[src/design/corr_pkg.sv]
package corr_pkg;

   //////////////////////////////////////////////////////////////////////
   // sizes
   //////////////////////////////////////////////////////////////////////

   // one signed half of a sample
   localparam int DATA_WIDTH = 8;
   // processing elements, also ring stages
   localparam int PE_NUM = 4;
   // stage depth and rotate cycles per pass
   localparam int REG_NUM = 8;
   // one pass per element so every y block visits every pe
   localparam int ITER_NUM = PE_NUM;

   // operand memory map, y block first then x
   localparam int Y_WORDS = PE_NUM * REG_NUM;
   localparam int X_WORDS = ITER_NUM * REG_NUM;
   localparam int Y_BASE = 0;
   localparam int X_BASE = Y_WORDS;
   localparam int MEM_DEPTH = Y_WORDS + X_WORDS;
   localparam int ADDR_WIDTH = $clog2(MEM_DEPTH);

   // accumulator half, plenty of headroom over the 17 bit products
   localparam int ACC_WIDTH = 24;
   localparam int PROD_WIDTH = 2 * DATA_WIDTH + 1;

   // counter widths
   localparam int Y_CNT_WIDTH = $clog2(Y_WORDS + 1);
   localparam int X_CNT_WIDTH = $clog2(X_WORDS + 1);
   localparam int REG_CNT_WIDTH = $clog2(REG_NUM + 1);
   localparam int REG_IDX_WIDTH = $clog2(REG_NUM);
   localparam int PASS_CNT_WIDTH = $clog2(ITER_NUM + 1);

   //////////////////////////////////////////////////////////////////////
   // types
   //////////////////////////////////////////////////////////////////////

   // one memory word
   typedef struct packed {
      logic signed [DATA_WIDTH-1:0] re;
      logic signed [DATA_WIDTH-1:0] im;
   } cplx_t;

   typedef struct packed {
      logic signed [ACC_WIDTH-1:0] re;
      logic signed [ACC_WIDTH-1:0] im;
   } acc_t;

   // host write strobe
   typedef struct packed {
      logic                  en;
      logic [ADDR_WIDTH-1:0] addr;
      cplx_t                 data;
   } mem_wr_t;

   // reader request, held until granted
   typedef struct packed {
      logic                  req;
      logic [ADDR_WIDTH-1:0] addr;
   } rd_req_t;

   typedef acc_t [PE_NUM-1:0] acc_array_t;

   typedef enum logic [1:0] {IDLE, LOAD, WAIT, SHIFT} sipo_state_t;
   typedef enum logic [1:0] {X_IDLE, X_FETCH, X_READY, X_STREAM} xs_state_t;

endpackage
[src/design/pe_mac.sv]
`timescale 1ns/1ps

module pe_mac import corr_pkg::*; (
   input  logic  clk,
   input  logic  rst,
   input  logic  clear,
   input  logic  acc_en,
   input  cplx_t y,
   input  cplx_t x,
   output acc_t  acc
);

   // partial products
   logic signed [2*DATA_WIDTH-1:0] rr;
   logic signed [2*DATA_WIDTH-1:0] ii;
   logic signed [2*DATA_WIDTH-1:0] ri;
   logic signed [2*DATA_WIDTH-1:0] ir;
   // full complex product, one extra bit for the add
   logic signed [PROD_WIDTH-1:0]   prod_re;
   logic signed [PROD_WIDTH-1:0]   prod_im;

   always_comb begin
      rr = $signed(x.re) * $signed(y.re);
      ii = $signed(x.im) * $signed(y.im);
      ri = $signed(x.re) * $signed(y.im);
      ir = $signed(x.im) * $signed(y.re);
      // re = xr*yr - xi*yi
      prod_re = PROD_WIDTH'(rr) - PROD_WIDTH'(ii);
      // im = xr*yi + xi*yr
      prod_im = PROD_WIDTH'(ri) + PROD_WIDTH'(ir);
   end

   //////////////////////////////////////////////////////////////////////
   // accumulator
   //////////////////////////////////////////////////////////////////////

   // start clears, each rotate cycle adds one product
   always_ff @(posedge clk) begin
      if (rst || clear) begin
         acc <= '0;
      end else if (acc_en) begin
         acc.re <= acc.re + ACC_WIDTH'(prod_re);
         acc.im <= acc.im + ACC_WIDTH'(prod_im);
      end
   end

endmodule

[config.mk]
export PLATFORM = sky130hd
export DESIGN_NAME = pe_mac
export DESIGN_NICKNAME = d
export VERILOG_FILES = /design/src/design/corr_pkg.sv /design/src/design/pe_mac.sv
export SDC_FILE = /design/constraint.sdc
export NUM_CORES = 1
export LEC_CHECK = 0
export BUFFER_PORTS_ARGS = -buffer_cell sky130_fd_sc_hd__clkbuf_2
export CORE_MARGIN = 10
export CORE_UTILIZATION = 45
export CTS_CLUSTER_SIZE = 20
export DETAILED_ROUTE_END_ITERATION = 10
export SLEW_MARGIN = 20
export SYNTH_ARGS = -nofsm -noshare
export SYNTH_HDL_FRONTEND = slang
export SYNTH_SLANG_ARGS = --single-unit
[constraint.sdc]
create_clock -name clk -period 9.3 [get_ports clk]
set_clock_uncertainty 0.1 [all_clocks]
set_input_delay 0.93 -clock clk [delete_from_list [all_inputs] [get_ports clk]]
set_output_delay 0.93 -clock clk [all_outputs]
set_load 0.005 [all_outputs]
### Word-level counts from Yosys, hierarchy flattened

Cells that the tools add are included.

| storage, ports and cells | value |
|---|---|
| output and inout port bits | 48 |
| input port bits | 36 |
| register bits | 48 |
| logic and storage cells | 11 |

| operators by class | value |
|---|---|
| $mul | 4 |
| reduce and logical (&&, ||, !) cells | 1 |
| $add $sub $neg | 4 |

Operators by type and width:

| cell | count |
|---|---|
| multiplier 8 x 8 -> 16 bit | 4 |
| adder 24 x 17 -> 24 bit | 2 |
| adder 16 x 16 -> 17 bit | 1 |
| subtractor 16 x 16 -> 17 bit | 1 |
| logical OR 1 bit | 1 |

### Logic depth before layout (Yosys ltp)

| depth | value |
|---|---|
| word-level depth | 3 |
| gate-level depth with buffers | 23 |
| mapped depth without buffers | 22 |

### Worst setup path before layout

No wires, ideal clock.

| path | value |
|---|---|
| kind | input to register |
| start | in x[15] (netlist name) |
| end | reg acc[46] (netlist name) |
| arrival time | 6.599 ns |
| cell stages on the path | 21 |
| setup time | 0.121 ns |
| setup slack | 2.481 ns |
| buffers on the path | 1 |
| required time | 9.079 ns |
| cell sequence | clkbuf_1 nand2_1 inv_1 fa_1 inv_1 fa_1 fa_1 fa_1 inv_1 fa_1 inv_1 fa_1 inv_1 ha_1 nor3_1 o21ba_2 nor3b_1 o21ai_0 a21oi_1 a21oi_1 mux2_2 |

| between the ends | value |
|---|---|
| longest elaborated chain between the ends | 3 |

RTL lines:

| what | RTL line | source |
|---|---|---|
| from (decl) | pe_mac.sv:9 | `input cplx_t x,` |
| multiplier 8 x 8 -> 16 bit | pe_mac.sv:23 | `rr = $signed(x.re) * $signed(y.re);` |
| subtractor 16 x 16 -> 17 bit | pe_mac.sv:28 | `prod_re = PROD_WIDTH'(rr) - PROD_WIDTH'(ii);` |
| adder 24 x 17 -> 24 bit | pe_mac.sv:42 | `acc.re <= acc.re + ACC_WIDTH'(prod_re);` |
| to (decl) | pe_mac.sv:10 | `output acc_t acc` |

Every way passes these cells.
A chain may end at the register's enable or synchronous reset.

### Worst setup path after layout

Ends and elaborated chain as after synthesis.

==> impl_metrics.json <==
{
  "route.detailed.drc": 0,
  "relSlewSlack": 0.2664,
  "crit_buf_inv": 6,
  "cp_slowest_cell": "inv_1",
  "tightest_slew_ns": 1.100,
  "place_area_sq_um": 17790,
  "clock-sinks": 48,
  "final_max_slew_viol_count": 0,
  "synth_edf_count": 0,
  "grt_pass1_wl_um": 66190,
  "reg_top3": "acc: 48 flops",
  "ys_seq_area_frac": 0.05684,
  "clk_path_buf_depth": 2,
  "place.gp.congestion": 0.8544,
  "hold_path.class": "register to register",
  "worst_slack_ns": 2.075,
  "dpl_worst_slack_ns": 1.690,
  "fp.dieH_um": 213.8,
  "die_area_sq_um": 45720,
  "antenna_found_initial": 1,
  "postCtsResizedCells": 0,
  "crit_type": "input pin to register",
  "routed_wl_um": 38650,
  "synth_most_common_cell": "inv_1",
  "core_area_sq_um": 36870,
  "drt-vias-per-instance": 4.857,
  "synth.area.top_cells": "fa_1 (45%), inv_1 (13%), ha_1 (13%), and2_1 (5.8%), dfxtp_1 (5.7%)",
  "post_cts_buffers": 0,
  "maxCapViolations": 0,
  "initialDrtViolationCount": 572,
  "fin_setup_tns_ns": 0,
  "cts_tree": "built",
  "yosys-top-cells-count": "inv_1 (604), fa_1 (382), ha_1 (178), and2_1 (156), nand2_1 (102)",
  "htreeDepth": 2,
  "first_pass_iters": 6,
  "diodes": 0,
  "synth_warnings": 0,
  "fin_nets": 2499,
  "status": "finished clean",
  "cts_root_buf": "clkbuf_16",
  "grt_max_degree": 46,
  "synthCells": 1857,
  "syn-num-nets": 2453,
  "ys_types": 55,
  "synth.largest_area_cell": "fa_1",
  "ant_nets": 0,
  "cp.required_ns": 9.41,
  "end_kind": "register",
  "portBuffers": 83,
  "holdWs_ns": 0.3984,
  "path_cells": "clkbuf_2 > nand2_1 > inv_1 > fa_1 > inv_1 > fa_1 > fa_1 > fa_1 > inv_1 > fa_1 > inv_1 > fa_1 > inv_1 > ha_1 > nor3_1 > o21ba_2 > nor3b_1 > o21ai_0 > a21oi_1 > a21oi_1 > mux2_2",
  "dr_total_vias": 11690,
  "die_x_um": 213.8,
  "grt.total_usage": 0.1840,
  "period_share": 0.7768,
  "wire_per_inst_um": 16.06,
  "synth_top_area_frac": 0.4523,
  "cp-start-kind": "input pin",
  "crit_family": "adder cells",
  "start_util": 0.4585,
  "synth-async-reset-ratio": 0,
  "largest_reg_flops": 48,
  "path_max_fanout": 16,
  "ys_seq_elements": 48,
  "ios": 84,
  "path_clk_slew_ns": 0.08,
  "cts_hold_buffers": 0,
  "hold_viol_final": 0,
  "dpl.hpwl_um": 31860,
  "cts_buffers": 5,
  "area_growth_syn_to_layout_pct": 6.069,
  "final_cell_area_sq_um": 17930,
  "cpPeakStageDelay_ns": 0.66,
  "rsz0062_at_grt": "no",
  "grt-ovfl-total": 0,
  "clock_latency_ns": 0.32,
  "drive_above_1_share": 0.05623,
  "ys.flop_type": "dfxtp_1",
  "grt_pass1_vias": 12570,
  "rows": 70,
  "setup_violations": 0,
  "max_freq_ghz": 0.1384,
  "synth.cell_area_sq_um": 16910,
  "finalCriticalPeriod_ns": 7.225,
  "worstPathArrival_ns": 7.34,
  "largest-register": "acc",
  "syn_area_per_cell_sq_um": 9.104,
  "crit_top_cell": "fa_1"
}
[area by class of cell]
| type | instances | area (sq um) |
|---|---|---|
| inverter | 605 | 2271 |
| clock buffer | 5 | 125.1 |
| tap | 504 | 630.6 |
| fill | 3545 | 18940 |
| sequential | 48 | 960.9 |
| clock inverter | 2 | 12.51 |
| multi-input combinational | 1158 | 13500 |
| timing repair buffer | 85 | 430.4 |
[metrics by stage]
stage,instances,util
after global routing,2407,0.4863
after global placement,2400,0.4826
final,2407,0.4863
after floorplan,1857,-
after detailed placement,2400,0.4826
after CTS,2407,0.4863
[worst reg2reg max path: stages, from the launching register on]
cell,delay [ns]
dfxtp_1,0.38
fa_1,0.55
inv_1,0.05
fa_1,0.50
inv_1,0.04
ha_1,0.26
inv_1,0.05
fa_1,0.50
inv_1,0.05
fa_1,0.52
inv_1,0.04
fa_1,0.47
inv_1,0.04
ha_1,0.31
o21ai_0,0.11
a21boi_0,0.53
o21ai_0,0.43
a21oi_1,0.39
a21oi_1,0.13
mux2_2,0.28
[routing by layer]
metal	global-route usage	wire length (um)	vias up
li1	-	-	5473
met1	0.2579	17850	5950
met2	0.3009	18320	239
met3	0.02511	2052	28
met4	0.03227	421	2
met5	0	10	-
[placed cells by master, fill, tap and decap left out, types with 11 or more instances in the layout]
master	instances
and2_1	156
mux2i_1	18
xor2_1	13
o21ai_0	33
ha_1	178
nor2_1	41
nand2_1	102
xnor2_1	36
nand3_1	16
clkbuf_2	83
nor3_1	11
a21o_1	12
fa_1	382
nor2b_1	29
inv_1	604
a21oi_1	36
dfxtp_1	48
[final timing paths]
kind,startpoint,end,slack [ns],cells past startpoint
max,x[15],acc[46],2.08,21
min,acc[27],acc[27],0.40,2
max reg2reg,acc[29],acc[46],3.45,19
min reg2reg,acc[27],acc[27],0.40,2
[cell families (layout without fill, tap and decap cells)]
kind of cell	count (synthesis)	after routing	synth area share
XOR/XNOR	49	49	0.02538
multiplexers	21	21	0.01266
AND/OR/NAND/NOR	389	389	0.1212
AO/OA/AOI/OAI	139	139	0.05529
buffers and inverters	651	697	0.1445
flip-flops	48	48	0.05684
adder cells (fa/ha/maj)	560	560	0.5841
Power is not shown: default switching activity piles up to over one toggle a cycle in this logic, so the estimate is an artifact.
