$ cat config.mk
export PLATFORM = sky130hd
export DESIGN_NAME = x_stream
export DESIGN_NICKNAME = d
export VERILOG_FILES = /design/src/design/corr_pkg.sv /design/src/design/x_stream.sv
export SDC_FILE = /design/constraint.sdc
export NUM_CORES = 1
export LEC_CHECK = 0
export BUFFER_PORTS_ARGS = -buffer_cell sky130_fd_sc_hd__clkbuf_2
export CAP_MARGIN = 20
export CELL_PAD_IN_SITES_DETAIL_PLACEMENT = 1
export CELL_PAD_IN_SITES_GLOBAL_PLACEMENT = 1
export CORE_UTILIZATION = 33
export CTS_BUF_LIST = sky130_fd_sc_hd__clkbuf_8
export DETAILED_ROUTE_END_ITERATION = 12
export PLACE_DENSITY = 0.51
export SYNTH_ARGS = -nofsm -noshare
export SYNTH_HDL_FRONTEND = slang
export SYNTH_SLANG_ARGS = --single-unit
$ cat constraint.sdc
create_clock -name clk -period 3.1 [get_ports clk]
set_input_delay 0.62 -clock clk [delete_from_list [all_inputs] [get_ports clk]]
set_output_delay 0.62 -clock clk [all_outputs]
set_load 0.05 [all_outputs]
$ cat src/design/corr_pkg.sv
package corr_pkg;

   //////////////////////////////////////////////////////////////////////
   // sizes
   //////////////////////////////////////////////////////////////////////

   // one signed half of a sample
   localparam int DATA_WIDTH = 8;
   // processing elements, also ring stages
   localparam int PE_NUM = 4;
   // stage depth and rotate cycles per pass
   localparam int REG_NUM = 8;
   // one pass per element so every y block visits every pe
   localparam int ITER_NUM = PE_NUM;

   // operand memory map, y block first then x
   localparam int Y_WORDS = PE_NUM * REG_NUM;
   localparam int X_WORDS = ITER_NUM * REG_NUM;
   localparam int Y_BASE = 0;
   localparam int X_BASE = Y_WORDS;
   localparam int MEM_DEPTH = Y_WORDS + X_WORDS;
   localparam int ADDR_WIDTH = $clog2(MEM_DEPTH);

   // accumulator half, plenty of headroom over the 17 bit products
   localparam int ACC_WIDTH = 24;
   localparam int PROD_WIDTH = 2 * DATA_WIDTH + 1;

   // counter widths
   localparam int Y_CNT_WIDTH = $clog2(Y_WORDS + 1);
   localparam int X_CNT_WIDTH = $clog2(X_WORDS + 1);
   localparam int REG_CNT_WIDTH = $clog2(REG_NUM + 1);
   localparam int REG_IDX_WIDTH = $clog2(REG_NUM);
   localparam int PASS_CNT_WIDTH = $clog2(ITER_NUM + 1);

   //////////////////////////////////////////////////////////////////////
   // types
   //////////////////////////////////////////////////////////////////////

   // one memory word
   typedef struct packed {
      logic signed [DATA_WIDTH-1:0] re;
      logic signed [DATA_WIDTH-1:0] im;
   } cplx_t;

   typedef struct packed {
      logic signed [ACC_WIDTH-1:0] re;
      logic signed [ACC_WIDTH-1:0] im;
   } acc_t;

   // host write strobe
   typedef struct packed {
      logic                  en;
      logic [ADDR_WIDTH-1:0] addr;
      cplx_t                 data;
   } mem_wr_t;

   // reader request, held until granted
   typedef struct packed {
      logic                  req;
      logic [ADDR_WIDTH-1:0] addr;
   } rd_req_t;

   typedef acc_t [PE_NUM-1:0] acc_array_t;

   typedef enum logic [1:0] {IDLE, LOAD, WAIT, SHIFT} sipo_state_t;
   typedef enum logic [1:0] {X_IDLE, X_FETCH, X_READY, X_STREAM} xs_state_t;

endpackage
$ cat src/design/x_stream.sv
`timescale 1ns/1ps

module x_stream import corr_pkg::*; (
   input  logic    clk,
   input  logic    rst,
   input  logic    start,
   output rd_req_t req,
   input  logic    gnt,
   input  cplx_t   rd_data,
   input  logic    rotating,
   input  logic    pass_last,
   output logic    shift_v,
   output cplx_t   x_bcast
);

   xs_state_t state;

   // runs from X_BASE up across all passes
   logic [X_CNT_WIDTH-1:0]   x_addr;
   logic [REG_CNT_WIDTH-1:0] issue_cnt;
   logic [REG_IDX_WIDTH-1:0] fill_cnt;
   logic [REG_IDX_WIDTH-1:0] s_idx;
   logic                     x_vld;

   // one pass of x words
   cplx_t xbuf [REG_NUM];

   //////////////////////////////////////////////////////////////////////
   // moore outputs
   //////////////////////////////////////////////////////////////////////

   // held while denied, y loader wins any overlap
   always_comb begin
      req.req  = (state == X_FETCH) && (issue_cnt != REG_CNT_WIDTH'(REG_NUM));
      req.addr = ADDR_WIDTH'(X_BASE) + ADDR_WIDTH'(x_addr);
   end

   // drops after the first rotate cycle
   assign shift_v = (state == X_READY);
   assign x_bcast = xbuf[s_idx];

   //////////////////////////////////////////////////////////////////////
   // fsm
   //////////////////////////////////////////////////////////////////////

   always_ff @(posedge clk) begin
      if (rst) begin
         state     <= X_IDLE;
         x_addr    <= '0;
         issue_cnt <= '0;
         fill_cnt  <= '0;
         s_idx     <= '0;
         x_vld     <= 1'b0;
      end else begin
         x_vld <= req.req && gnt;
         case (state)
            X_IDLE: begin
               if (start) begin
                  state     <= X_FETCH;
                  x_addr    <= '0;
                  issue_cnt <= '0;
                  fill_cnt  <= '0;
                  s_idx     <= '0;
               end
            end
            X_FETCH: begin
               if (req.req && gnt) begin
                  x_addr    <= x_addr + 1'b1;
                  issue_cnt <= issue_cnt + 1'b1;
               end
               // full pass buffered
               if (x_vld) begin
                  fill_cnt <= fill_cnt + 1'b1;
                  if (fill_cnt == REG_IDX_WIDTH'(REG_NUM - 1)) begin
                     state <= X_READY;
                  end
               end
            end
            X_READY: begin
               // word 0 goes out in this cycle
               if (rotating) begin
                  s_idx <= s_idx + 1'b1;
                  state <= X_STREAM;
               end
            end
            X_STREAM: begin
               if (rotating) begin
                  s_idx <= s_idx + 1'b1;
                  if (s_idx == REG_IDX_WIDTH'(REG_NUM - 1)) begin
                     s_idx     <= '0;
                     issue_cnt <= '0;
                     fill_cnt  <= '0;
                     // no more fetches after the last pass
                     state     <= pass_last ? X_IDLE : X_FETCH;
                  end
               end
            end
            default: state <= X_IDLE;
         endcase
      end
   end

   // buffer fill, word order follows fetch order
   always_ff @(posedge clk) begin
      if (x_vld) begin
         xbuf[fill_cnt] <= rd_data;
      end
   end

endmodule

* Word level (Yosys, flattened, before mapping)
Memories as Yosys holds them, arrays and structs flattened. A register that Yosys moved wholly into a read port is not among the register bits.
Cells that the tools add are included.
** Operators by class
- $add $sub $neg :: 5
- Equal/unequal tests :: 13
- Mux-type cells :: 29
- Reductions and logical operators :: 11
** Operators by type and width (number)
- 3-bit two-way mux :: 9
- 3-bit one-hot mux with 3 select lines :: 2
- 4-bit two-way mux :: 4
- 2-bit two-way mux :: 6
- 6-bit two-way mux :: 2
- 4-bit one-hot mux with 3 select lines :: 1
- 6-bit one-hot mux with 2 select lines :: 1
- 2-bit inequality test (second input constant) :: 5
- 5-bit AND reduction :: 2
- 2-bit one-hot mux with 4 select lines :: 1
- 3-bit by 1-bit adder with 3-bit output (second input constant) :: 2
- 6-bit by 1-bit adder with 6-bit output (second input constant) :: 1
- 6-bit adder (first input constant) :: 1
- 3-bit == test (second input constant) :: 2
- 6-bit AND reduction :: 1
- 3-bit nonzero test :: 2
- 4-bit by 1-bit adder with 4-bit output (second input constant) :: 1
- 2-bit == test (second input constant) :: 2
- 2-bit by 1-bit inequality test with 1-bit output (second input constant) :: 2
- 4-bit inequality test (second input constant) :: 1
- 4-bit AND reduction :: 1
- 1-bit two-way mux :: 3
- 3-bit AND reduction :: 1
- 2-bit by 1-bit == test with 1-bit output (second input constant) :: 1
- 3 further kinds :: 4
** Storage, ports and cells
- Register bits :: 19
- Bits in writable memories :: 128
- Bits of input ports :: 22
- Output and inout bits :: 24
- Memories kept :: 1
** Memory list
- xbuf :: words 8, bits a word 16, read ports 1, clocked after memory_dff 1, write ports 1, line x_stream.sv:26 : cplx_t xbuf [REG_NUM];

* Logic depth before layout (Yosys ltp)
- Depth after elaboration :: 6
- Mapped depth :: 7
- Mapped depth without buffers :: 6

* Least setup slack after synthesis
OpenSTA, ideal clock, no wires.
- Path kind :: flip-flop to output port
- From :: reg (tool-made name)
- To :: out x_bcast[15] (netlist bit)
- Arrival time :: 1487 ps
- Slack :: 993 ps
- Cell stages (with the launch flop) :: 5
- Path through :: dfxtp_1 buf_6 buf_6 mux4_1 mux2_2
** RTL lines
- end, declared :: line x_stream.sv:13 : output cplx_t x_bcast

==> impl_metrics.env <==
export IMPL_outcome="finished, violations left"
export IMPL_failed_checks="design-rule violations"
export IMPL_power_static_leakage_nw=2.420
export IMPL_route_detailed_wl_per_inst_um=19.33
export IMPL_io_pin_count=46
export IMPL_detail_route_vias_per_cell=4.932
export IMPL_timing_max_cap_violations=0
export IMPL_syn_mean_instance_area_um2=18.78
export IMPL_groute_usage_overall_pct=13.54
export IMPL_critical_setup_path_class="reg -> out"
export IMPL_finalCriticalPeriod_ns=2.791
export IMPL_setup_tns_final_ns=0
export IMPL_grt_overflow_total=0
export IMPL_synth_most_common_cell="edfxtp_1"
export IMPL_data_arrival_time_of_the_critical_path_ns=2.17
export IMPL_yosysWarnings=0
export IMPL_total_half_perimeter_wirelength_after_legalization_and_detailed_placement_um=7531
export IMPL_grt_start_max_net_pins=33
export IMPL_drt_total_wl_um=12230
export IMPL_cts_setup_buffers=0
export IMPL_crit_path_max_fanout=32
export IMPL_power_total_mw=4.746
export IMPL_layout_area_overhead_vs_synth_pct=15.40
export IMPL_die_w_um=138.6
export IMPL_timing_final_crit_share_pct=90.03
export IMPL_power_per_cell_area_mw_per_mm2=667.8
export IMPL_tritoncts="built"
export IMPL_required_ns=2.48
export IMPL_cts_root_buf="clkbuf_8"
export IMPL_dieArea_mm2=0.01922
export IMPL_max_slew_worst_pin_slew_ns=0.5161
export IMPL_ratio_of_cells_with_drive_above_1_in_the_final_layout_pct=28.71
export IMPL_numClockSinks=150
export IMPL_ctsHtreeMaxLevel=4
export IMPL_fin_skew_ns=0.009352
export IMPL_dr_first_iter_drc_count=136
export IMPL_cts_repair_resized=0
export IMPL_hold_class="in -> reg"
export IMPL_worstSetupEndpointType="output pin"
export IMPL_most_used_routing_layer="met2"
export IMPL_slew_viol_final=0
export IMPL_rd_place_congestion=0.6724
export IMPL_grt_first_pass_wirelength_um=19160
export IMPL_final_setup_fails=0
export IMPL_post_cts_hold_buffer_count=0
export IMPL_clock_buffer_count_from_cts=17
export IMPL_use_met2_pct=23.80
export IMPL_ys_dominant_reg_cell="edfxtp_1"
export IMPL_synth_sequential_area_ratio_pct=69.55
export IMPL_placeableCoreArea_mm2=0.01815
export IMPL_syn_instance_count=328
export IMPL_path_clk_slew_ns=0.08
export IMPL_worstRegToRegCells=6
export IMPL_route_antenna_remaining_nets=0
export IMPL_synth_async_sr_flop_share_pct=0
export IMPL_row_count=49
export IMPL_dr_pass1_iters=10
export IMPL_timing_hold_violations_final=0
export IMPL_ctsLongestPathBuffers=2
export IMPL_first_global_vias=3401
export IMPL_max_freq_ghz=0.3583
export IMPL_grt_setup_unrepaired="false"
export IMPL_synth_top_cell_area_share_pct=62.40
export IMPL_peakVddDrop_v=0.0002646
export IMPL_clk_latency_ns=0.44
export IMPL_worst_setup_sp_type="flip-flop"
export IMPL_groute_layer_met1_usage_pct=16.20
export IMPL_synth_area_leaders="edfxtp_1 62%, mux4_1 13%, dfxtp_1 7.2%"
export IMPL_die_y_um=138.6
export IMPL_via_count=3122
export IMPL_syn_cell_area_mm2=0.006160
export IMPL_antenna_cells_inserted=0
export IMPL_slew_headroom_pct=65.46
export IMPL_grt_antenna_before_repair=0
export IMPL_ys_types=44
export IMPL_synth_ff_latch_count=150
export IMPL_port_buffer_count=45
export IMPL_floorplan_initialDensity_pct=33.94
export IMPL_synth_common_cells="128 x edfxtp_1, 31 x mux4_1, 22 x dfxtp_1, 18 x mux2_2, 15 x nor2_1"
export IMPL_finish_utilization_pct=39.17
export IMPL_synth_nets=361
export IMPL_globalRouteMet3Util_pct=3.729
export IMPL_remaining_drc_errors=6
export IMPL_worstHoldPathCells=1
export IMPL_synth_enable_flop_cells=128
export IMPL_synth_top_area_cell="edfxtp_1"
export IMPL_finish_net_count=424
-- worst max-delay path, cell delays in order, from the launching register on --
cell      delay [ns]
dfxtp_2         0.35
buf_12          0.25
mux4_1          0.59
mux2_2          0.29
clkbuf_2        0.24
-- power breakdown --
part           internal (mW)  switching (mW)
Clock                  0.799           0.748
Sequential              2.24          0.0403
Combinational          0.331           0.590
Total                   3.37            1.38
-- logic make-up after synthesis --
group	after synthesis	synth area share [%]
DFF	150	69.55
muxes	53	17.37
adders and majority gates	11	2.234
xor gates and xnor gates	2	0.2844
buffers and inverters	25	2.356
AOI/OAI and AO/OA	31	3.169
and+or+nand+nor	56	5.038
-- cells in the final DEF (no fill, tap or decap), drive strengths merged, types with 3 or more instances in the layout --
master	n
a21oi	10
buf	15
bufinv	3
clkbuf	62
clkinv	7
dfxtp	22
edfxtp	128
ha	11
inv	12
mux2	18
mux2i	3
mux4	32
nand2	7
nand2b	7
nand3	4
nand4b	3
nor2	15
nor2b	4
nor3	3
o21ai	10
or3	4
-- layout make-up --
cell class                 instances  area, µm²
sequential                       150       4285
timing repair buffer              60      350.3
fill                            1817      11040
clock buffer                      17      234.0
clock inverter                    15      177.7
inverter                           9      33.78
tap                              229      286.5
multi-input combinational        153       1740
-- state kept, by name, indices dropped and copies added, names as in the netlist, named ones only --
name,count
xbuf,128
fill_cnt,3
s_idx,3
x_addr,6
state,2
issue_cnt,4
x_vld,1
-- through the flow --
stage	cells	area [µm²]	hold WS (ns)	setup WS [ns]
after floorplan	328	6160	0.4502	0.9931
after global placement	601	6696	0.4716	0.7543
after detailed placement	601	6696	0.4917	0.7501
after CTS	633	7108	0.4187	0.2449
after global routing	633	7108	0.4330	0.1903
final	633	7108	0.4508	0.3090
-- routing by layer --
layer / vias up / share of wire, %
li1: 1467 / -
met1: 1595 / 44
met2: 50 / 52
met3: 10 / 3.3
met4: 0 / 0.92
met5: - / 0
-- final timing paths --
check                                  from     endpoint  slack, ns
worst max-delay path              flip-flop   x_bcast[5]       0.31
worst min-delay path            rd_data[13]  xbuf[2][13]       0.45
worst max register to register     state[1]     state[0]       1.14
worst min register to register     s_idx[2]     s_idx[2]       0.50
(Power assumes the default switching activity.)
