`src/design/corr_pkg.sv`:
```
package corr_pkg;

   //////////////////////////////////////////////////////////////////////
   // sizes
   //////////////////////////////////////////////////////////////////////

   // one signed half of a sample
   localparam int DATA_WIDTH = 8;
   // processing elements, also ring stages
   localparam int PE_NUM = 4;
   // stage depth and rotate cycles per pass
   localparam int REG_NUM = 8;
   // one pass per element so every y block visits every pe
   localparam int ITER_NUM = PE_NUM;

   // operand memory map, y block first then x
   localparam int Y_WORDS = PE_NUM * REG_NUM;
   localparam int X_WORDS = ITER_NUM * REG_NUM;
   localparam int Y_BASE = 0;
   localparam int X_BASE = Y_WORDS;
   localparam int MEM_DEPTH = Y_WORDS + X_WORDS;
   localparam int ADDR_WIDTH = $clog2(MEM_DEPTH);

   // accumulator half, plenty of headroom over the 17 bit products
   localparam int ACC_WIDTH = 24;
   localparam int PROD_WIDTH = 2 * DATA_WIDTH + 1;

   // counter widths
   localparam int Y_CNT_WIDTH = $clog2(Y_WORDS + 1);
   localparam int X_CNT_WIDTH = $clog2(X_WORDS + 1);
   localparam int REG_CNT_WIDTH = $clog2(REG_NUM + 1);
   localparam int REG_IDX_WIDTH = $clog2(REG_NUM);
   localparam int PASS_CNT_WIDTH = $clog2(ITER_NUM + 1);

   //////////////////////////////////////////////////////////////////////
   // types
   //////////////////////////////////////////////////////////////////////

   // one memory word
   typedef struct packed {
      logic signed [DATA_WIDTH-1:0] re;
      logic signed [DATA_WIDTH-1:0] im;
   } cplx_t;

   typedef struct packed {
      logic signed [ACC_WIDTH-1:0] re;
      logic signed [ACC_WIDTH-1:0] im;
   } acc_t;

   // host write strobe
   typedef struct packed {
      logic                  en;
      logic [ADDR_WIDTH-1:0] addr;
      cplx_t                 data;
   } mem_wr_t;

   // reader request, held until granted
   typedef struct packed {
      logic                  req;
      logic [ADDR_WIDTH-1:0] addr;
   } rd_req_t;

   typedef acc_t [PE_NUM-1:0] acc_array_t;

   typedef enum logic [1:0] {IDLE, LOAD, WAIT, SHIFT} sipo_state_t;
   typedef enum logic [1:0] {X_IDLE, X_FETCH, X_READY, X_STREAM} xs_state_t;

endpackage
```
`src/design/operand_mem.sv`:
```
`timescale 1ns/1ps

module operand_mem import corr_pkg::*; (
   input  logic                  clk,
   input  mem_wr_t               wr,
   input  logic [ADDR_WIDTH-1:0] rd_addr,
   output cplx_t                 rd_data
);

   // y words at the bottom, x words above
   cplx_t mem [MEM_DEPTH];

   // host write port
   always_ff @(posedge clk) begin
      if (wr.en) begin
         mem[wr.addr] <= wr.data;
      end
   end

   // registered read, data one cycle after address
   // address comes straight from the arbiter mux
   always_ff @(posedge clk) begin
      rd_data <= mem[rd_addr];
   end

endmodule

```
`config.mk`:
```
export PLATFORM = sky130hd
export DESIGN_NAME = operand_mem
export DESIGN_NICKNAME = d
export VERILOG_FILES = /design/src/design/corr_pkg.sv /design/src/design/operand_mem.sv
export SDC_FILE = /design/constraint.sdc
export NUM_CORES = 1
export LEC_CHECK = 0
export ABC_AREA = 0
export BUFFER_PORTS_ARGS = -buffer_cell sky130_fd_sc_hd__clkbuf_2
export CAP_MARGIN = 40
export CORE_ASPECT_RATIO = 1.2
export CORE_MARGIN = 2
export CORE_UTILIZATION = 54
export DETAILED_ROUTE_END_ITERATION = 10
export PLACE_DENSITY = 0.7
export SKIP_CTS_REPAIR_TIMING = 1
export SLEW_MARGIN = 20
export SYNTH_ARGS = -nofsm -noshare
export SYNTH_HDL_FRONTEND = slang
export SYNTH_SLANG_ARGS = --single-unit
```
`constraint.sdc`:
```
create_clock -name clk -period 2.8 [get_ports clk]
set_input_delay 0.28 -clock clk [delete_from_list [all_inputs] [get_ports clk]]
set_output_delay 0.28 -clock clk [all_outputs]
set_load 0.01 [all_outputs]
```
# [Word level (Yosys, flattened, before mapping)]
# Memories as Yosys holds them, arrays and structs flattened. A register that Yosys moved wholly into a read port is not among the register bits.
# Cells that the tools add are included.
[totals] latchBits=0 ram_bits=1024 reg_bits=0 mem_count=1 in_bits=30 rom_bits=0 output_inout_bits=16
[op_classes] shifts=0 add_sub_neg=0 n_eq_ne=0 n_reduce_logical=0 n_mux=2 multipliers=0 magnitude_cmp=0 n_div=0 bitwise=0
[memory_table] memory="mem" words=64 word_bits=16 rd=1 rd_ports_with_merged_regs=1 write_ports=1 line="operand_mem.sv:11" text="cplx_t mem [MEM_DEPTH];"
[op_table] op="$mux W1" n=2

# [Longest topological paths before layout]
# Gate-level depths: netlist of the first run.
[logic_depth] ltp_word=2 depth_mapped=10 depth_no_buf=5

# [Worst setup path after synthesis of the first run]
# No wires, ideal clock.
[synth_path] path_type="input-to-reg" from="input port wr[19] (netlist bit)" to="memory mem[48][0] (netlist bit) (enable)" setup_time_ps=409 t_required_ps=2391 path_stages=4 arrival_time_ps=1906 slack_ps=485 cell_sequence="clkbuf_1 nor2b_1 nand4b_1 nor3_1"
[synth_rtl] element="start: declaration" line="operand_mem.sv:5" text="input mem_wr_t wr,"
[synth_rtl] element="end: declaration" line="operand_mem.sv:11"
# Straight into the memory's write port.

==> flow_summary.ini, run 1 <==
[synthesis]
synth_xor_xnor_area_share_pct = 0
synthAdderAreaFrac_pct = 0
yosysTopAreaCellShare_pct = 76.8
ys_top_cells_by_area = edfxtp_1 (77%), mux4_2 (12%), mux2i_1 (2.1%), dfxtp_1 (0.80%), mux2_2 (0.76%)
muxShareOfSynthArea_pct = 15.5
syn_nets = 1859
synth_top_family_by_area = multiplexers
yosys_warnings = 0
synth_edf_count = 1024
synth_area_per_cell_um2 = 21.9
synth_top_flop_cell = edfxtp_1
ys_seq_elements = 1040
synth-seq-area-share_pct = 77.6
synthCells = 1829
yosys.area_share.simple_pct = 2.65
synth_cell_type_count = 43
yosysTopAreaCell = edfxtp_1
async_reset_ff_share_pct = 0
synth-compound-area-share_pct = 2.41
syn_area_um2 = 40000

[floorplanning]
rows = 109
num_io_pins = 46
initial_utilization_pct = 54.5
dieArea_um2 = 76400
dieHeight_um = 302
core_um2 = 73500
fp.dieW_um = 253

[critical_path]
crit_type = input port to register
worst_r2r_startpoint = mem[30][13]$_DFFE_PP_
rr_worst_depth = 6
ff2ff_setup_slack_ns = 0.65
slowest_stage = a22oi_1
path_buf_inv = 3
path_cells = buf_8, buf_12, buf_12, mux4_2, a22oi_1, a311oi_1
cp-end-kind = register
path_delay_family = compound AO/OA/AOI/OAI gates
cp.arrival_ns = 2.68
cp.depth = 6
critPathLaunch = rd_addr[0]
slowest_delay_ns = 0.73
critPathMostFrequentCell = buf_12
r2r_end = rd_data[13]$_DFF_P_
cp.required_ns = 3.27
start_kind = input port
path_max_fanout = 33

[timing]
setup_ws_ns = 0.588
finalClockSkew_ns = 0.0226
slew_violations = 0
hold_viol = 0
tightest_slew_ns = 0.883
fin_crit_sh_pct = 79.0
rsz0062_at_grt = no
slew_headroom_pct = 41.1
period_minus_slack_ns = 2.21
finalSetupViolations = 0
worst_hold_slack_ns = 0.0894
max_freq_mhz = 452

[finish]
regArea_um2 = 31100
nets = 2092
multi_input_area_um2 = 8250
fin_cells = 3084
drive_above_1_share_pct = 29.5
nFillCells = 4910
utilization_pct = 62.1
syn2layout_area_growth_pct = 14.1

[drt]
drc = 0
wl_per_cell_um = 30.7
drt_iter0_markers = 2123
dr.pass1.iters = 7
vias_per_cell = 6.38
num_vias = 19700
ant_nets = 0
routed_wl_um = 94700

[flow_run]
drv_cap = 0

[placed_design]
port_buffers = 45
placed_cells = 2900
pre_cts_slack_ns = -0.0582
post-dp-hpwl_um = 60900
routabilityCongestion = 0.858

[global_routing]
antenna_found_initial = 4
grt_overflow = 0
grt_pass1_vias = 19900
grt_pass1_wl_um = 138000
grt_util_all_layers_pct = 25.4
grt_max_degree = 65

[hold_path]
worstHoldEndpoint = mem[36][7]$_DFFE_PP_
hold_start = wr[7]
holdCritPathClass = input port to register
whs_path_depth = 2

[clock_tree]
htreeDepth = 3
clk_pin_slew_ns = 0.06
cts_buffer_depth = 3
cts.sinks = 1040
root_buffer = clkbuf_16
cts_made_buffers = 97
clock_latency_ns = 0.65
tritoncts = built

[power_and_ir_drop]
p_leak_nw = 14.8
pwr_density_cell_nw_per_um2 = 699
p_int_w = 0.0253
ir_drop_mv = 0.414
switching_share_pct = 20.8
power.share.combinational_pct = 5.4
switching_power_w = 0.00664
power.clock.fraction_pct = 40.4
pwr-share-seq_pct = 54.2

[status]
status = complete, no violations
cells in the mapped netlist (3+ instances only):
master	count
nand4_1	12
edfxtp_1	1024
a22oi_1	39
nand3_1	24
buf_6	17
nand2b_1	3
mux4_1	4
a211oi_1	8
nor2_1	72
mux2_2	27
a21oi_1	17
a221oi_1	16
nor4_2	3
buf_12	5
buf_8	3
a22o_1	6
a211o_1	8
mux4_2	220
nand2_1	59
a41oi_1	5
clkbuf_1	24
a311oi_1	8
mux2i_1	85
a221o_1	6
buf_1	3
dfxtp_1	16
o21ai_1	3
o21ai_0	5
a31oi_1	8
buf_2	36
nor2b_1	30
buf_4	13
and4_1	5
layer usage:
| metal | GRT usage (%) | share of wire [%] |
|---|---|---|
| met5 | 0 | 0.026 |
| met4 | 10.5 | 3.9 |
| met3 | 3.21 | 7.1 |
| met2 | 42.6 | 51 |
| met1 | 34.3 | 38 |
area by class of cell:
class / count / area share [%]
Sequential cell: 1040 / 68.0
Multi-Input combinational cell: 685 / 18.1
Clock buffer: 117 / 5.64
Timing Repair Buffer: 238 / 4.51
Tap cell: 943 / 2.58
Clock inverter: 60 / 1.17
Antenna cell: 1 / 0.00548
power by group through the flow:
| stage | clock network [W] | registers, W | logic (W) |
|---|---|---|---|
| floorplan | 0 | 0.0176 | 0.000892 |
| global placement | 0 | 0.0176 | 0.00169 |
| detailed placement | 0 | 0.0176 | 0.00173 |
| CTS | 0.0131 | 0.0173 | 0.00173 |
| global route | 0.0137 | 0.0173 | 0.00183 |
| finish | 0.0129 | 0.0173 | 0.00174 |
logic make-up after synthesis:
| kind of cell | count (synthesis) |
|---|---|
| flip-flops | 1040 |
| multiplexers | 336 |
| AND/OR/NAND/NOR | 220 |
| AO/OA/AOI/OAI | 129 |
| buffers and inverters | 104 |
worst max-delay path by stage:
stage,end
after global placement,rd_data[13]$_DFF_P_
after CTS,rd_data[13]$_DFF_P_
final,rd_data[9]$_DFF_P_
after global routing,rd_data[9]$_DFF_P_
after floorplan,mem[48][0]$_DFFE_PP_
after detailed placement,rd_data[13]$_DFF_P_
cell usage in the layout (no fill, tap or decap), types with 30 or more instances in the layout:
cell type and instances:
a22oi_1 39, nor2_1 72, nor2b_1 30, edfxtp_1 1024, nand2_1 59, buf_4 163, mux4_2 220, clkbuf_16 100
clkbuf_2 42, mux2i_1 85
sequential cells by signal (all words and copies together) (netlist names):
name / count
rd_data: 16
mem: 1024
per-stage QoR:
step | setup TNS, ns | area, um2 | total power (W)
6_report | 0 | 45700 | 0.0319
5_1_grt | 0 | 45700 | 0.0328
4_1_cts | 0 | 45600 | 0.0321
3_5_place_dp | -0.104 | 42500 | 0.0194
3_3_place_gp | -0.0453 | 42400 | 0.0193
2_1_floorplan | 0 | 40000 | 0.0185
No activity file was read; power rests on OpenSTA's default activity.
==> inputs of run 2 (changes only) <==
--- a/config.mk
+++ b/config.mk
@@ -5,7 +5,7 @@
 export SDC_FILE = /design/constraint.sdc
 export NUM_CORES = 1
 export LEC_CHECK = 0
-export ABC_AREA = 0
+export ABC_AREA = 1
 export BUFFER_PORTS_ARGS = -buffer_cell sky130_fd_sc_hd__clkbuf_2
 export CAP_MARGIN = 40
 export CORE_ASPECT_RATIO = 1.2
==> constraint.sdc (replaced) <==
create_clock -name clk -period 2.16 [get_ports clk]
set_input_delay 0.216 -clock clk [delete_from_list [all_inputs] [get_ports clk]]
set_output_delay 0.216 -clock clk [all_outputs]
set_load 0.01 [all_outputs]
==> flow_summary.ini, run 2 <==
[status]
status = complete, no violations

[placed_design]
port_buffers = 45
post-dp-hpwl_um = 62700
pre_cts_slack_ns = 0.0295
routabilityCongestion = 0.878
place_area_um2 = 44300

[critical_path]
slowest_delay_ns = 0.51
start_kind = register
path_delay_family = flip-flops
r2r_end = rd_data[0]$_DFF_P_
worst_r2r_startpoint = mem[47][0]$_DFFE_PP_
cp-end-kind = primary output
rr_worst_depth = 8
slowest_stage = dfxtp_1
path_max_fanout = 1
cp.required_ns = 1.94
crit_type = register to primary output
path_cells = clkbuf_2
ff2ff_setup_slack_ns = 0.67
path_buf_inv = 1
cp.arrival_ns = 1.38

[finish]
regArea_um2 = 31100
syn2layout_area_growth_pct = 12.6
utilization_pct = 61.2
regMostFlops = mem
layout_commonest_cell = nand2_1
nFillCells = 5826
nets = 3652
largest_reg_flops = 1024
diodes = 0
drive_above_1_share_pct = 10.3
reg_top3 = mem x1024, rd_data x16
multi_input_area_um2 = 9590
mostFrequentLayoutCells = nand2_1 (1296), edfxtp_1 (1024), nand3_1 (871), buf_4 (134), clkbuf_16 (99)
fin_area_um2 = 47400

[drt]
vias_per_cell = 5.90
ant_nets = 0
dr.pass1.iters = 6
num_vias = 27900
routed_wl_um = 110000
drc = 0
wl_per_cell_um = 23.3
drt_iter0_markers = 3685

[global_routing]
antenna_found_initial = 1
grt_overflow = 0
grt_util_all_layers_pct = 27.8
grtUsageMet2_pct = 45.1
grt_pass1_wl_um = 165000
grt_pass1_vias = 26500
gr-max-usage-layer = met2
grt_max_degree = 90
met3_usage_pct = 3.88
use_met1_pct = 38.1

[power_and_ir_drop]
finalPower_w = 0.0418
ir_drop_mv = 0.576
p_leak_nw = 17.3
pwr_density_cell_nw_per_um2 = 882

[clock_tree]
cts_made_buffers = 96
cts.sinks = 1040
htreeDepth = 3
root_buffer = clkbuf_16
cts_buffer_depth = 3
clock_latency_ns = 0.67
clk_pin_slew_ns = 0.06
tritoncts = built

[timing]
fin_crit_sh_pct = 73.8
slew_headroom_pct = 43.9
rsz0062_at_grt = no
slew_violations = 0
period_minus_slack_ns = 1.60
tightest_slew_ns = 0.842
setup_ws_ns = 0.565
finalSetupViolations = 0
finalClockSkew_ns = 0.0304
hold_viol = 0
max_freq_mhz = 627

[synthesis]
syn_area_um2 = 42100
synth_area_per_cell_um2 = 12.0
yosysTopAreaCellShare_pct = 73.0
synthCells = 3517
yosysMostFrequentCell = nand2_1
ys_seq_elements = 1040
synth-seq-area-share_pct = 73.8
synth_edf_count = 1024
synthTopCellsByCount = nand2_1 (1296), edfxtp_1 (1024), nand3_1 (871)
synth_top_flop_cell = edfxtp_1
async_reset_ff_share_pct = 0
ys_top_cells_by_area = edfxtp_1 (73%), nand2_1 (12%), nand3_1 (10%), buf_2 (1.3%), buf_6 (1.3%)
syn_nets = 3547
yosys_warnings = 0
synth_cell_type_count = 16
yosysTopAreaCell = edfxtp_1

[floorplanning]
num_io_pins = 46
fp.dieW_um = 259
rows = 112
dieHeight_um = 310
dieArea_um2 = 80200
initial_utilization_pct = 54.3
core_um2 = 77500

[flow_run]
drv_cap = 0

[hold_path]
holdCritPathClass = input port to register
hold_start = wr[2]
worstHoldEndpoint = mem[38][2]$_DFFE_PP_
whs_path_depth = 2
==> run 2: cell types whose count changed after synthesis, moves of 32 or more <==
cell / before / now
buf_2: 36 / 113
a22oi_1: 39 / 0
buf_6: 17 / 49
mux4_2: 220 / 0
nand3_1: 24 / 871
nand2_1: 59 / 1296
mux2i_1: 85 / 0
==> run 2: cell families after synthesis <==
kind of cell           count (synthesis)  synth area share (%)
buffers and inverters                237                  3.54
flip-flops                          1040                  73.8
AND/OR/NAND/NOR                     2240                  22.7
==> run 2: cell type report <==
class	instances	share of cell area, %
sequential	1040	65.6
multi-input combinational	2240	20.2
clock buffer	120	5.48
timing repair buffer	232	4.91
tap	1026	2.71
clock inverter	55	0.950
inverter	12	0.150
==> run 2: how the worst max path moves through the flow <==
stage | end | cells past startpoint | start
2_1_floorplan | mem[48][0]$_DFFE_PP_ | 3 | wr[22]
3_3_place_gp | rd_data[0]$_DFF_P_ | 12 | rd_addr[0]
3_5_place_dp | rd_data[0]$_DFF_P_ | 12 | rd_addr[0]
4_1_cts | rd_data[11] | 1 | rd_data[11]$_DFF_P_
5_1_grt | rd_data[14] | 1 | rd_data[14]$_DFF_P_
6_report | rd_data[11] | 1 | rd_data[11]$_DFF_P_
==> run 2: stage by stage <==
stage               std cells  TNS, ns  hold slack, ns
global placement         4550        0           0.652
floorplan                3517   -78.09           0.315
detailed placement       4550        0           0.647
CTS                      4725        0          0.0477
finish                   4725        0          0.0521
global route             4725        0          0.0741
==> run 2: per-layer routing <==
layer | routed length [um] | up-vias | part of all wire (%)
met4 | 4170 | 2 | 3.8
met2 | 53300 | 1419 | 48
met1 | 42600 | 13600 | 39
met5 | 11 | - | 0.010
li1 | - | 12600 | -
met3 | 10000 | 207 | 9.1
==> run 2: power by group <==
| group | switching, W | total (W) | internal (W) |
|---|---|---|---|
| combinational | 0.00204 | 0.00283 | 0.000789 |
| clock | 0.00720 | 0.0165 | 0.00933 |
| sequential | 0.0000904 | 0.0224 | 0.0223 |
